===== config.mk =====
export PLATFORM = sky130hd
export DESIGN_NAME = mem_arbiter_flat
export DESIGN_NICKNAME = d
export VERILOG_FILES = /design/src/source/cpu_pkg.sv /design/src/source/mem_if.sv /design/src/source/mem_arbiter.sv /design/src/flat_wrapper.sv
export VERILOG_INCLUDE_DIRS = /design/src /design/src/include
export SDC_FILE = /design/constraint.sdc
export NUM_CORES = 1
export LEC_CHECK = 0
export BUFFER_PORTS_ARGS = -buffer_cell sky130_fd_sc_hd__clkbuf_2
export CAP_MARGIN = 15
export CORE_AREA = 5 5 421 423
export DETAILED_ROUTE_END_ITERATION = 16
export DIE_AREA = 0 0 426 428
export PLACE_DENSITY = 0.3
export SLEW_MARGIN = 20
export SYNTH_ARGS = -nofsm -noshare
export SYNTH_HDL_FRONTEND = slang
export SYNTH_SLANG_ARGS = --single-unit
export TNS_END_PERCENT = 1

===== constraint.sdc =====
create_clock -name CLK -period 3.1 [get_ports CLK]
set_input_delay 0.62 -clock CLK [delete_from_list [all_inputs] [get_ports CLK]]
set_output_delay 0.62 -clock CLK [all_outputs]
set_load 0.01 [all_outputs]

===== src/include/cpu_macros.svh =====
`ifndef CPU_MACROS_SVH
`define CPU_MACROS_SVH

// ram depth, in 128-bit lines
`define MEM_LINES 256

// first fetch address once run goes high
`define RESET_PC 32'h0000_0000

// longest wait for an ack, in clock cycles
`define ACK_TIMEOUT 32

`endif


===== src/source/cpu_pkg.sv =====
`include "cpu_macros.svh"

package cpu_pkg;

   // line index width follows the ram depth
   localparam int LINE_AW = $clog2(`MEM_LINES);

   typedef logic [31:0] word_t;
   // four words per line, word 0 in the low bits
   typedef logic [127:0] line_t;
   typedef logic [LINE_AW-1:0] line_addr_t;

   // rv32i major opcodes
   localparam logic [6:0] OPC_LUI    = 7'b0110111;
   localparam logic [6:0] OPC_OPIMM  = 7'b0010011;
   localparam logic [6:0] OPC_OP     = 7'b0110011;
   localparam logic [6:0] OPC_LOAD   = 7'b0000011;
   localparam logic [6:0] OPC_STORE  = 7'b0100011;
   localparam logic [6:0] OPC_BRANCH = 7'b1100011;
   localparam logic [6:0] OPC_JAL    = 7'b1101111;

   typedef enum logic [3:0] {
      op_lui,
      op_addi,
      op_xori,
      op_add,
      op_sub,
      op_xor,
      op_and,
      op_or,
      op_lw,
      op_sw,
      op_beq,
      op_bne,
      op_jal,
      op_illegal
   } op_t;

   // pick one 32-bit word out of a line
   function automatic word_t line_word(input line_t line, input logic [1:0] idx);
      return line[idx*32 +: 32];
   endfunction

endpackage


===== src/source/mem_if.sv =====
`timescale 1ns/1ps

interface mem_if;
   import cpu_pkg::*;

   // request side, held stable until ack
   logic       req;
   logic       we;
   line_addr_t addr;
   line_t      wdata;
   // one strobe bit per word of the line
   logic [3:0] wstrb;

   // response side, rdata valid only with ack
   line_t      rdata;
   logic       ack;

   modport client (output req, we, addr, wdata, wstrb, input rdata, ack);
   modport server (input req, we, addr, wdata, wstrb, output rdata, ack);

endinterface


===== src/source/mem_arbiter.sv =====
`timescale 1ns/1ps
`include "cpu_macros.svh"

module mem_arbiter (
   input  logic  CLK,
   input  logic  rst_n,
   mem_if.server load_bus,
   mem_if.server ifetch_bus,
   mem_if.server data_bus,
   mem_if.client ram_bus,
   output logic  stall
);
   import cpu_pkg::*;

   // grant codes double as bit positions in pend and acks
   localparam logic [1:0] GNT_LOAD  = 2'd0;
   localparam logic [1:0] GNT_DATA  = 2'd1;
   localparam logic [1:0] GNT_FETCH = 2'd2;
   localparam int         WAIT_W    = $clog2(`ACK_TIMEOUT + 2) + 1;

   logic              busy;
   logic [1:0]        gnt;
   logic [2:0]        pend;
   logic [2:0]        acks;
   logic              watch_vld;
   logic [1:0]        watch;
   logic [WAIT_W-1:0] wait_cnt;

   assign pend = {ifetch_bus.req, data_bus.req, load_bus.req};
   // ack goes to the winner only
   assign acks = busy ? (3'(ram_bus.ack) << gnt) : 3'b000;

   // winner registered in idle, held until ram ack
   always_ff @(posedge CLK or negedge rst_n) begin
      if (!rst_n) begin
         busy <= 1'b0;
         gnt  <= GNT_LOAD;
      end else if (!busy) begin
         busy <= |pend;
         if (pend[GNT_LOAD]) gnt <= GNT_LOAD;
         else if (pend[GNT_DATA]) gnt <= GNT_DATA;
         else gnt <= GNT_FETCH;
      end else if (ram_bus.ack) begin
         busy <= 1'b0;
      end
   end

   // forward the granted client onto the ram channel
   always_comb begin
      ram_bus.req   = 1'b0;
      ram_bus.we    = 1'b0;
      ram_bus.addr  = '0;
      ram_bus.wdata = '0;
      ram_bus.wstrb = 4'b0000;
      if (busy) begin
         case (gnt)
            GNT_LOAD: begin
               ram_bus.req   = load_bus.req;
               ram_bus.we    = load_bus.we;
               ram_bus.addr  = load_bus.addr;
               ram_bus.wdata = load_bus.wdata;
               ram_bus.wstrb = load_bus.wstrb;
            end
            GNT_DATA: begin
               ram_bus.req   = data_bus.req;
               ram_bus.we    = data_bus.we;
               ram_bus.addr  = data_bus.addr;
               ram_bus.wdata = data_bus.wdata;
               ram_bus.wstrb = data_bus.wstrb;
            end
            default: begin
               ram_bus.req   = ifetch_bus.req;
               ram_bus.we    = ifetch_bus.we;
               ram_bus.addr  = ifetch_bus.addr;
               ram_bus.wdata = ifetch_bus.wdata;
               ram_bus.wstrb = ifetch_bus.wstrb;
            end
         endcase
      end
   end

   assign load_bus.ack     = acks[GNT_LOAD];
   assign data_bus.ack     = acks[GNT_DATA];
   assign ifetch_bus.ack   = acks[GNT_FETCH];
   assign load_bus.rdata   = acks[GNT_LOAD] ? ram_bus.rdata : '0;
   assign data_bus.rdata   = acks[GNT_DATA] ? ram_bus.rdata : '0;
   assign ifetch_bus.rdata = acks[GNT_FETCH] ? ram_bus.rdata : '0;

   // watch one waiting client, lowest priority first when several arrive together
   always_ff @(posedge CLK or negedge rst_n) begin
      if (!rst_n) begin
         watch_vld <= 1'b0;
         watch     <= GNT_LOAD;
         wait_cnt  <= '0;
         stall     <= 1'b0;
      end else begin
         if (!watch_vld) begin
            watch_vld <= |pend;
            wait_cnt  <= '0;
            if (pend[GNT_FETCH]) watch <= GNT_FETCH;
            else if (pend[GNT_DATA]) watch <= GNT_DATA;
            else watch <= GNT_LOAD;
         end else if (acks[watch]) begin
            watch_vld <= 1'b0;
         end else if (wait_cnt <= `ACK_TIMEOUT) begin
            wait_cnt <= wait_cnt + 1'b1;
         end
         // sticky until reset
         if (wait_cnt > `ACK_TIMEOUT) stall <= 1'b1;
      end
   end

endmodule


===== src/flat_wrapper.sv =====
// flat-port wrapper written by rule: the top's interface ports become plain ports
module mem_arbiter_flat import cpu_pkg::*;
  (CLK, rst_n, stall, load_bus_req, load_bus_we, load_bus_addr, load_bus_wdata, load_bus_wstrb, load_bus_rdata, load_bus_ack, ifetch_bus_req, ifetch_bus_we, ifetch_bus_addr, ifetch_bus_wdata, ifetch_bus_wstrb, ifetch_bus_rdata, ifetch_bus_ack, data_bus_req, data_bus_we, data_bus_addr, data_bus_wdata, data_bus_wstrb, data_bus_rdata, data_bus_ack, ram_bus_req, ram_bus_we, ram_bus_addr, ram_bus_wdata, ram_bus_wstrb, ram_bus_rdata, ram_bus_ack);
  mem_if load_bus_i ();
  mem_if ifetch_bus_i ();
  mem_if data_bus_i ();
  mem_if ram_bus_i ();
  input  logic CLK;
  input  logic rst_n;
  output logic stall;
  input wire logic [$bits(load_bus_i.req)-1:0] load_bus_req;
  input wire logic [$bits(load_bus_i.we)-1:0] load_bus_we;
  input wire logic [$bits(load_bus_i.addr)-1:0] load_bus_addr;
  input wire logic [$bits(load_bus_i.wdata)-1:0] load_bus_wdata;
  input wire logic [$bits(load_bus_i.wstrb)-1:0] load_bus_wstrb;
  output wire logic [$bits(load_bus_i.rdata)-1:0] load_bus_rdata;
  output wire logic [$bits(load_bus_i.ack)-1:0] load_bus_ack;
  input wire logic [$bits(ifetch_bus_i.req)-1:0] ifetch_bus_req;
  input wire logic [$bits(ifetch_bus_i.we)-1:0] ifetch_bus_we;
  input wire logic [$bits(ifetch_bus_i.addr)-1:0] ifetch_bus_addr;
  input wire logic [$bits(ifetch_bus_i.wdata)-1:0] ifetch_bus_wdata;
  input wire logic [$bits(ifetch_bus_i.wstrb)-1:0] ifetch_bus_wstrb;
  output wire logic [$bits(ifetch_bus_i.rdata)-1:0] ifetch_bus_rdata;
  output wire logic [$bits(ifetch_bus_i.ack)-1:0] ifetch_bus_ack;
  input wire logic [$bits(data_bus_i.req)-1:0] data_bus_req;
  input wire logic [$bits(data_bus_i.we)-1:0] data_bus_we;
  input wire logic [$bits(data_bus_i.addr)-1:0] data_bus_addr;
  input wire logic [$bits(data_bus_i.wdata)-1:0] data_bus_wdata;
  input wire logic [$bits(data_bus_i.wstrb)-1:0] data_bus_wstrb;
  output wire logic [$bits(data_bus_i.rdata)-1:0] data_bus_rdata;
  output wire logic [$bits(data_bus_i.ack)-1:0] data_bus_ack;
  output wire logic [$bits(ram_bus_i.req)-1:0] ram_bus_req;
  output wire logic [$bits(ram_bus_i.we)-1:0] ram_bus_we;
  output wire logic [$bits(ram_bus_i.addr)-1:0] ram_bus_addr;
  output wire logic [$bits(ram_bus_i.wdata)-1:0] ram_bus_wdata;
  output wire logic [$bits(ram_bus_i.wstrb)-1:0] ram_bus_wstrb;
  input wire logic [$bits(ram_bus_i.rdata)-1:0] ram_bus_rdata;
  input wire logic [$bits(ram_bus_i.ack)-1:0] ram_bus_ack;
  assign load_bus_i.req = load_bus_req;
  assign load_bus_i.we = load_bus_we;
  assign load_bus_i.addr = load_bus_addr;
  assign load_bus_i.wdata = load_bus_wdata;
  assign load_bus_i.wstrb = load_bus_wstrb;
  assign load_bus_rdata = load_bus_i.rdata;
  assign load_bus_ack = load_bus_i.ack;
  assign ifetch_bus_i.req = ifetch_bus_req;
  assign ifetch_bus_i.we = ifetch_bus_we;
  assign ifetch_bus_i.addr = ifetch_bus_addr;
  assign ifetch_bus_i.wdata = ifetch_bus_wdata;
  assign ifetch_bus_i.wstrb = ifetch_bus_wstrb;
  assign ifetch_bus_rdata = ifetch_bus_i.rdata;
  assign ifetch_bus_ack = ifetch_bus_i.ack;
  assign data_bus_i.req = data_bus_req;
  assign data_bus_i.we = data_bus_we;
  assign data_bus_i.addr = data_bus_addr;
  assign data_bus_i.wdata = data_bus_wdata;
  assign data_bus_i.wstrb = data_bus_wstrb;
  assign data_bus_rdata = data_bus_i.rdata;
  assign data_bus_ack = data_bus_i.ack;
  assign ram_bus_req = ram_bus_i.req;
  assign ram_bus_we = ram_bus_i.we;
  assign ram_bus_addr = ram_bus_i.addr;
  assign ram_bus_wdata = ram_bus_i.wdata;
  assign ram_bus_wstrb = ram_bus_i.wstrb;
  assign ram_bus_i.rdata = ram_bus_rdata;
  assign ram_bus_i.ack = ram_bus_ack;
  mem_arbiter u_core (.CLK(CLK), .rst_n(rst_n), .load_bus(load_bus_i), .ifetch_bus(ifetch_bus_i), .data_bus(data_bus_i), .ram_bus(ram_bus_i), .stall(stall));
endmodule

==> flow_metrics.py, run 1 <==
metrics = {
    "global_routing": {
        "grt_pass1_vias": 11500,
        "grt_pass1_wl_mm": 130,
        "antenna_found_initial": 84,
        "grt_max_degree": 151,
        "gr-total-overflow": 0,
        "track_usage_pct": 10.9,
    },
    "setup_path": {
        "r2r_cells": 6,
        "crit_type": "reg -> out",
        "worstReg2RegEnd": "u_core.wait_cnt[1]",
        "cp_max_fo": 39,
        "arrival_ns": 2.31,
        "cp-end-kind": "output pin",
        "timing.rr.start": "u_core.gnt[0]",
        "cp.required_ns": 2.48,
        "cp-start-kind": "register",
        "rrSetupSlack_ns": 0.90,
    },
    "synth": {
        "synth_cell_types": 32,
        "synthMostInstantiatedCell": "and2_1",
        "syn_avg_cell_area_sq_um": 6.35,
        "netlist_top_cells_area": "and2_1, mux2i_1, o21ai_0",
        "synthCells": 1125,
        "synth-async-reset-ratio_pct": 100,
        "synth_top_area_share_pct": 46.1,
        "synth_commonest_cells": "and2_1, nand2_1, mux2i_1",
        "yosys.area.top_type": "and2_1",
        "synth_edf_count": 0,
        "netlist_area_sq_um": 7150,
        "ys_ff_latch": 14,
        "synth_nets": 1684,
        "synth_flop_cell": "dfrtp_1",
        "ys_seq_area_share_pct": 4.90,
        "yosys_warnings": 0,
    },
    "layout": {
        "area_delta_synth_final_pct": 120,
        "nets": 2719,
        "drive_gt1_share_pct": 53.3,
        "final_cell_area_sq_um": 15700,
        "post-route-util_pct": 9.09,
    },
    "drt": {
        "dr_wl_met3_mm": 12.2,
        "vias": 12300,
        "top_layer": "met5",
        "first_pass_iters": 4,
        "wirelength_mm": 106,
        "drtAntennaViolNets": 0,
        "drc": 0,
        "wl_met1_mm": 39.3,
        "viasPerCell": 2.73,
        "wl_per_cell_microns": 23.6,
        "dr_wl_met2_mm": 52.7,
        "drt_first_iter_violations": 790,
    },
    "placement": {
        "hpwlAfterDp_mm": 98.1,
        "place_area_sq_um": 15600,
        "io_buffers": 1086,
        "dp_slack_ns": 0.307,
        "gp_congestion": 0.908,
    },
    "sta": {
        "fin_setup_tns_ns": 0,
        "layout_setup_ws_ns": 0.166,
        "rsz0062_at_grt": "false",
        "setup_viol": 0,
        "worst_pin_slew_ns": 0.732,
        "fin_skew_ns": 0.00394,
        "final.min_clock_period_ns": 2.93,
        "fin_crit_sh_pct": 94.6,
        "finalHoldViolCount": 0,
        "slew_viol_final": 0,
        "max-slew-margin-rel_pct": 51.2,
        "fmax_ghz": 0.341,
    },
    "clock_network": {
        "ctsHoldBuffers": 0,
        "cts_buffers": 3,
        "clock_path_buffers": 2,
        "path_clk_slew_ns": 0.05,
        "clock-sinks": 14,
        "htreeDepth": 1,
        "cts_tree": "done",
        "insertion_delay_ns": 0.24,
        "clockRootBuffer": "clkbuf_16",
    },
    "flow_run": {
        "cap_violations": 0,
    },
    "die": {
        "start_util_pct": 4.13,
        "die_h_microns": 428,
        "coreArea_sq_um": 173000,
        "io_pins": 1087,
        "dieArea_sq_um": 182000,
        "die_x_microns": 426,
        "fp-row-count": 153,
    },
    "pwr": {
        "irDropWorstVdd_uv": 146,
        "leakage_nw": 7.71,
        "power_mw": 4.21,
        "power_density_nw_per_um2": 267,
    },
    "outcome": {
        "status": "completed",
    },
    "hold_path": {
        "hold_path_class": "in -> async",
    },
}
[cells by family after synthesis]
| family | after synthesis | synth area share, % |
|---|---|---|
| xor+xnor | 1 | 0.123 |
| mux | 146 | 20.5 |
| simple gates | 698 | 56.2 |
| compound gates | 154 | 11.2 |
| flops | 14 | 4.90 |
| buf+inv | 110 | 6.83 |
| fa+ha+maj | 2 | 0.350 |
[cell type report]
cell class                 instances  area (sq um)
tap                             2325          2910
clock buffer                       4          78.8
fill                           20700        157000
antenna                           21          52.6
multi-input combinational       1001          6330
sequential                        14           362
inverter                           3          11.3
timing repair buffer            1137          5990
[cells in the final DEF, fill, tap and decap left out, types with 2 or more instances in the layout]
cell and instances:
diode_2 21, buf_4 37, nor4_1 4, o21a_1 3
buf_12 14, dfrtp_1 11, nand2_1 152, nand2b_1 4
nand4b_1 3, o21ai_0 143, and2_1 527, ha_1 2
a21oi_1 2, clkbuf_2 1086, clkbuf_16 3, mux2i_1 145
dfrtp_4 3, o31a_2 2, inv_1 3
[metrics by stage]
step,std cells,hold slack [ns]
finish,4505,0.296
global placement,4480,0.474
global route,4489,0.323
floorplan,1125,0.324
detailed placement,4480,0.472
CTS,4484,0.304
[flip-flops by register name, indices dropped and copies added, names as in the netlist]
signal	flops
u_core.busy	1
u_core.gnt	2
u_core.stall	1
u_core.wait_cnt	7
u_core.watch	2
u_core.watch_vld	1
[how the worst max path moves through the flow]
stage                        startpoint                    end  slack (ns)  depth (start not counted)
after floorplan             ram_bus_ack  ifetch_bus_rdata[108]        1.01                          5
after global placement      ram_bus_ack     load_bus_rdata[73]        0.34                          7
after detailed placement    ram_bus_ack     load_bus_rdata[75]        0.31                          7
after CTS                 u_core.gnt[0]      ram_bus_wdata[68]        0.04                          7
after global routing      u_core.gnt[0]       ram_bus_wstrb[0]        0.15                          6
final                     u_core.gnt[0]       ram_bus_wstrb[0]        0.17                          6
[report_power, final]
group | switching [mW] | leakage (nW) | internal (mW)
clock network | 0.0752 | 0.0383 | 0.174
registers | 0.0830 | 0.169 | 0.245
logic | 2.26 | 7.50 | 1.37
total | 2.41 | 7.71 | 1.79
[critical path, stage by stage (launching register included)]
cell and delay (ns):
dfrtp_4 0.50, buf_12 0.18, buf_4 0.24, mux2i_1 0.16
o21ai_0 0.38, and2_1 0.33, clkbuf_2 0.18
[metal layers]
layer	global-route usage (%)	vias up
met2	19.7	611
met5	0	-
met1	12.3	5791
li1	-	5718
met4	1.00	54
met3	4.61	132
[repair_timing]
action,in CTS,in global routing
gates resized for setup,0,1
setup endpoints to repair,0,1
setup buffers,0,0
Power figures use the tool's default switching activity.
==> run 2: changes to the inputs <==
--- a/config.mk
+++ b/config.mk
@@ -11,7 +11,7 @@
 export CORE_AREA = 5 5 421 423
 export DETAILED_ROUTE_END_ITERATION = 16
 export DIE_AREA = 0 0 426 428
-export PLACE_DENSITY = 0.3
+export PLACE_DENSITY = 0.32
 export SLEW_MARGIN = 20
 export SYNTH_ARGS = -nofsm -noshare
 export SYNTH_HDL_FRONTEND = slang
==> flow_metrics.py, run 2 (synthesis results as in run 1) <==
metrics = {
    "outcome": {
        "status": "complete, but fails checks",
        "failed_checks": "setup timing",
    },
    "pwr": {
        "power_mw": 4.21,
        "irDropWorstVdd_uv": 120,
        "leakage_nw": 7.69,
        "power_density_nw_per_um2": 267,
    },
    "setup_path": {
        "cp_max_fo": 38,
        "cp-start-kind": "register",
        "timing.rr.start": "u_core.busy",
        "worstReg2RegEnd": "u_core.wait_cnt[1]",
        "cp-end-kind": "output pin",
        "arrival_ns": 2.48,
        "crit_type": "reg -> out",
        "rrSetupSlack_ns": 0.98,
        "cp.required_ns": 2.48,
        "r2r_cells": 5,
    },
    "global_routing": {
        "grt-busiest-layer": "met2",
        "antenna_found_initial": 73,
        "grt_pass1_vias": 11600,
        "grt_pass1_wl_mm": 125,
        "gr-total-overflow": 0,
        "grt_max_degree": 151,
        "track_usage_pct": 10.4,
        "grt_use_met1_pct": 12.4,
        "globalRouteMet2Util_pct": 17.7,
        "grtUsageMet3_pct": 4.49,
    },
    "sta": {
        "fin_skew_ns": 0.00117,
        "max-slew-margin-rel_pct": 51.1,
        "final.min_clock_period_ns": 3.10,
        "rsz0062_at_grt": "false",
        "setup_viol": 1,
        "slew_viol_final": 0,
        "fmax_ghz": 0.322,
        "finalHoldViolCount": 0,
        "worst_pin_slew_ns": 0.733,
        "fin_crit_sh_pct": 100,
        "layout_setup_ws_ns": -0.000787,
    },
    "layout": {
        "post-route-util_pct": 9.10,
        "area_delta_synth_final_pct": 120,
        "top_register": "u_core.wait_cnt",
        "drive_gt1_share_pct": 53.2,
        "final_cell_area_sq_um": 15700,
        "final_cell_mix": "clkbuf_2, and2_1, nand2_1, mux2i_1, o21ai_0",
        "nets": 2713,
        "top_regs": "u_core.wait_cnt (7), u_core.gnt (2), u_core.watch (2)",
        "final_common_cell": "clkbuf_2",
        "final_cells": 4504,
        "largest_reg_flops": 7,
    },
    "clock_network": {
        "cts_tree": "done",
        "htreeDepth": 1,
        "insertion_delay_ns": 0.25,
        "cts_buffers": 3,
        "clock_path_buffers": 2,
        "cts-resized-gates": 0,
        "path_clk_slew_ns": 0.05,
        "post_cts_buffers": 0,
        "ctsHoldBuffers": 0,
        "clock-sinks": 14,
        "clockRootBuffer": "clkbuf_16",
    },
    "drt": {
        "first_pass_iters": 4,
        "viasPerCell": 2.70,
        "drt_first_iter_violations": 812,
        "drc": 0,
        "vias": 12200,
        "drtAntennaViolNets": 0,
        "wirelength_mm": 101,
        "wl_per_cell_microns": 22.5,
    },
    "die": {
        "start_util_pct": 4.13,
        "coreArea_sq_um": 173000,
        "die_x_microns": 426,
        "die_h_microns": 428,
        "dieArea_sq_um": 182000,
        "io_pins": 1087,
        "fp-row-count": 153,
    },
    "placement": {
        "dp_slack_ns": 0.314,
        "dp_cells": 4474,
        "hpwlAfterDp_mm": 92.9,
        "io_buffers": 1086,
        "gp_congestion": 0.953,
        "place_area_sq_um": 15600,
    },
    "hold_path": {
        "hold_path_class": "in -> async",
    },
    "flow_run": {
        "cap_violations": 0,
    },
}
## run 2: cell count changes in the layout (fill, tap and decap cells not counted), sizes merged
cell,before,now
diode,21,26
clkbuf,1090,1086
buf,51,49
## run 2: worst max path at each step
| stage | start | endpoint | slack (ns) | depth (start not counted) |
|---|---|---|---|---|
| final | u_core.gnt[0] | ram_bus_wdata[71] | -0.0008 | 5 |
| after global routing | u_core.gnt[0] | ram_bus_wdata[71] | 0.08 | 5 |
| after CTS | u_core.gnt[0] | ram_bus_wdata[64] | 0.03 | 7 |
| after detailed placement | u_core.gnt[0] | ram_bus_wdata[64] | 0.31 | 7 |
| after global placement | u_core.gnt[0] | ram_bus_wdata[64] | 0.35 | 7 |
| after floorplan | ram_bus_ack | ifetch_bus_rdata[108] | 1.01 | 5 |
## run 2: cell type report
class,instances,area (sq um)
timing repair buffer,1131,5980
multi-input combinational,1001,6330
fill,20700,157000
antenna,26,65.1
clock buffer,4,88.8
tap,2325,2910
inverter,3,11.3
sequential,14,362
## run 2: per-stage QoR
step,hold WS (ns),TNS [ns]
after floorplan,0.324,0
after global placement,0.487,0
after detailed placement,0.485,0
after CTS,0.302,0
after global routing,0.322,0
final,0.290,-0.000787
## run 2: critical path, cell delays in order, from the launching register on
cell and delay, ns:
dfrtp_4 0.52, buf_12 0.27, mux2i_1 0.50, o21ai_0 0.36, and2_1 0.28, clkbuf_2 0.22
## run 2: where the power goes
group | switching, mW | internal, mW
Combinational | 2.24 | 1.37
Sequential | 0.0810 | 0.245
Clock | 0.0795 | 0.196
Total | 2.40 | 1.81
## run 2: layer usage
| layer | share of wire [%] | up-vias |
|---|---|---|
| met5 | 0.31 | - |
| met4 | 1.1 | 50 |
| met3 | 12 | 86 |
| met2 | 47 | 580 |
| met1 | 39 | 5737 |
| li1 | - | 5701 |
==> run 3: changes to the inputs <==
--- a/config.mk
+++ b/config.mk
@@ -12,6 +12,7 @@
 export DETAILED_ROUTE_END_ITERATION = 16
 export DIE_AREA = 0 0 426 428
 export PLACE_DENSITY = 0.32
+export SKIP_LAST_GASP = 1
 export SLEW_MARGIN = 20
 export SYNTH_ARGS = -nofsm -noshare
 export SYNTH_HDL_FRONTEND = slang
==> constraint.sdc (replaced) <==
create_clock -name CLK -period 3.1 [get_ports CLK]
set_input_delay 0 -clock CLK [delete_from_list [all_inputs] [get_ports CLK]]
set_output_delay 0 -clock CLK [all_outputs]
set_load 0.01 [all_outputs]
==> flow_metrics.py, run 3 (synthesis results as in run 1) <==
metrics = {
    "hold_path": {
        "min-delay-start": "ram_bus_ack",
        "hold_path_class": "in -> reg",
        "holdPathEnd": "u_core.busy",
        "min_path_cells": 2,
    },
    "setup_path": {
        "crit_type": "reg -> out",
        "worstReg2RegEnd": "u_core.wait_cnt[1]",
        "cp_max_fo": 26,
        "cp_num_buf_inv": 3,
        "cp_top_family": "flip-flops",
        "crit_slowest_cell": "dfrtp_4",
        "cp_cell_sequence": "buf_12 > buf_4 > mux2i_1 > o21ai_0 > and2_1 > clkbuf_2",
        "cp-start-kind": "register",
        "cp-end-kind": "output pin",
        "r2r_cells": 4,
        "cp.required_ns": 3.10,
        "max_stage_delay_ns": 0.74,
        "critPathLaunch": "u_core.gnt[0]",
        "rrSetupSlack_ns": 1.03,
        "arrival_ns": 2.69,
        "timing.rr.start": "u_core.gnt[0]",
    },
    "die": {
        "fp-row-count": 153,
        "dieArea_sq_um": 182000,
        "start_util_pct": 4.13,
        "die_h_microns": 428,
        "io_pins": 1087,
        "die_x_microns": 426,
        "coreArea_sq_um": 173000,
    },
    "sta": {
        "worst_pin_slew_ns": 0.886,
        "max-slew-margin-rel_pct": 40.3,
        "rsz0062_at_grt": "false",
        "fmax_ghz": 0.372,
        "slew_viol_final": 0,
        "final.min_clock_period_ns": 2.69,
        "setup_viol": 0,
        "fin_setup_tns_ns": 0,
        "finalHoldViolCount": 0,
        "fin_crit_sh_pct": 86.7,
        "fin_skew_ns": 0.00284,
    },
    "layout": {
        "top_regs": "u_core.wait_cnt (7), u_core.gnt (2), u_core.watch (2)",
        "largest_reg_flops": 7,
        "post-route-util_pct": 8.97,
        "drive_gt1_share_pct": 52.9,
        "final_cells": 4481,
        "final_common_cell": "clkbuf_2",
        "top_register": "u_core.wait_cnt",
        "final_cell_mix": "clkbuf_2, and2_1, nand2_1, mux2i_1, o21ai_0",
        "nets": 2699,
        "area_delta_synth_final_pct": 117,
    },
    "pwr": {
        "irDropWorstVdd_uv": 191,
        "power_density_nw_per_um2": 264,
        "leakage_nw": 7.60,
        "power_mw": 4.10,
    },
    "placement": {
        "gp_congestion": 0.997,
        "dp_cells": 4459,
        "hpwlAfterDp_mm": 93.8,
        "io_buffers": 1086,
    },
    "drt": {
        "first_pass_iters": 5,
        "drc": 0,
        "wirelength_mm": 103,
        "wl_per_cell_microns": 22.9,
        "drtAntennaViolNets": 0,
        "vias": 12300,
        "viasPerCell": 2.74,
        "drt_first_iter_violations": 981,
    },
    "global_routing": {
        "gr-total-overflow": 0,
        "grt_pass1_wl_mm": 126,
        "track_usage_pct": 10.5,
        "grt_max_degree": 130,
        "antenna_found_initial": 64,
        "grt_pass1_vias": 11500,
    },
    "clock_network": {
        "cts_buffers": 3,
        "post_cts_buffers": 0,
        "insertion_delay_ns": 0.24,
        "cts-resized-gates": 0,
        "path_clk_slew_ns": 0.05,
        "ctsHoldBuffers": 1,
        "htreeDepth": 1,
        "clockRootBuffer": "clkbuf_16",
        "clock_path_buffers": 2,
        "clock-sinks": 14,
        "cts_tree": "done",
    },
    "flow_run": {
        "cap_violations": 0,
    },
    "outcome": {
        "status": "completed",
    },
}
## run 3: metal layers
layer  wire length [microns]  vias up  GRT usage [%]
met5                     367        -              0
met2                   48000      632           17.5
met3                   12800       99           4.82
met1                   40000     5798           12.5
li1                        -     5675              -
met4                    1450       58           1.48
## run 3: cell type report
type / count / area (sq um)
inverter: 3 / 11.3
fill: 20700 / 158000
sequential: 14 / 362
clock buffer: 4 / 88.8
timing repair buffer: 1117 / 5780
antenna: 17 / 42.5
tap: 2325 / 2910
multi-input combinational: 1001 / 6330
## run 3: worst max-delay path by stage
stage	to	slack (ns)	depth (start not counted)
floorplan	u_core.wait_cnt[3]	1.48	6
global placement	ram_bus_wdata[68]	0.47	6
detailed placement	ram_bus_wdata[68]	0.44	6
CTS	ram_bus_wdata[68]	0.17	6
global route	ram_bus_wdata[68]	0.27	6
finish	ram_bus_wdata[68]	0.41	6
## run 3: where the power goes
| part | internal, mW | switching [mW] | leakage, nW |
|---|---|---|---|
| Sequential | 0.245 | 0.101 | 0.169 |
| Clock | 0.195 | 0.0753 | 0.0443 |
| Combinational | 1.31 | 2.18 | 7.38 |
## run 3: through the flow
| step | instance area (sq um) | setup WS, ns | hold slack (ns) |
|---|---|---|---|
| 2_1_floorplan | 7150 | 1.48 | -0.296 |
| 4_1_cts | 15500 | 0.171 | 0.0849 |
| 6_report | 15500 | 0.414 | 0.0739 |
| 3_3_place_gp | 15400 | 0.474 | -0.0488 |
| 3_5_place_dp | 15400 | 0.436 | -0.0593 |
| 5_1_grt | 15500 | 0.273 | 0.0932 |
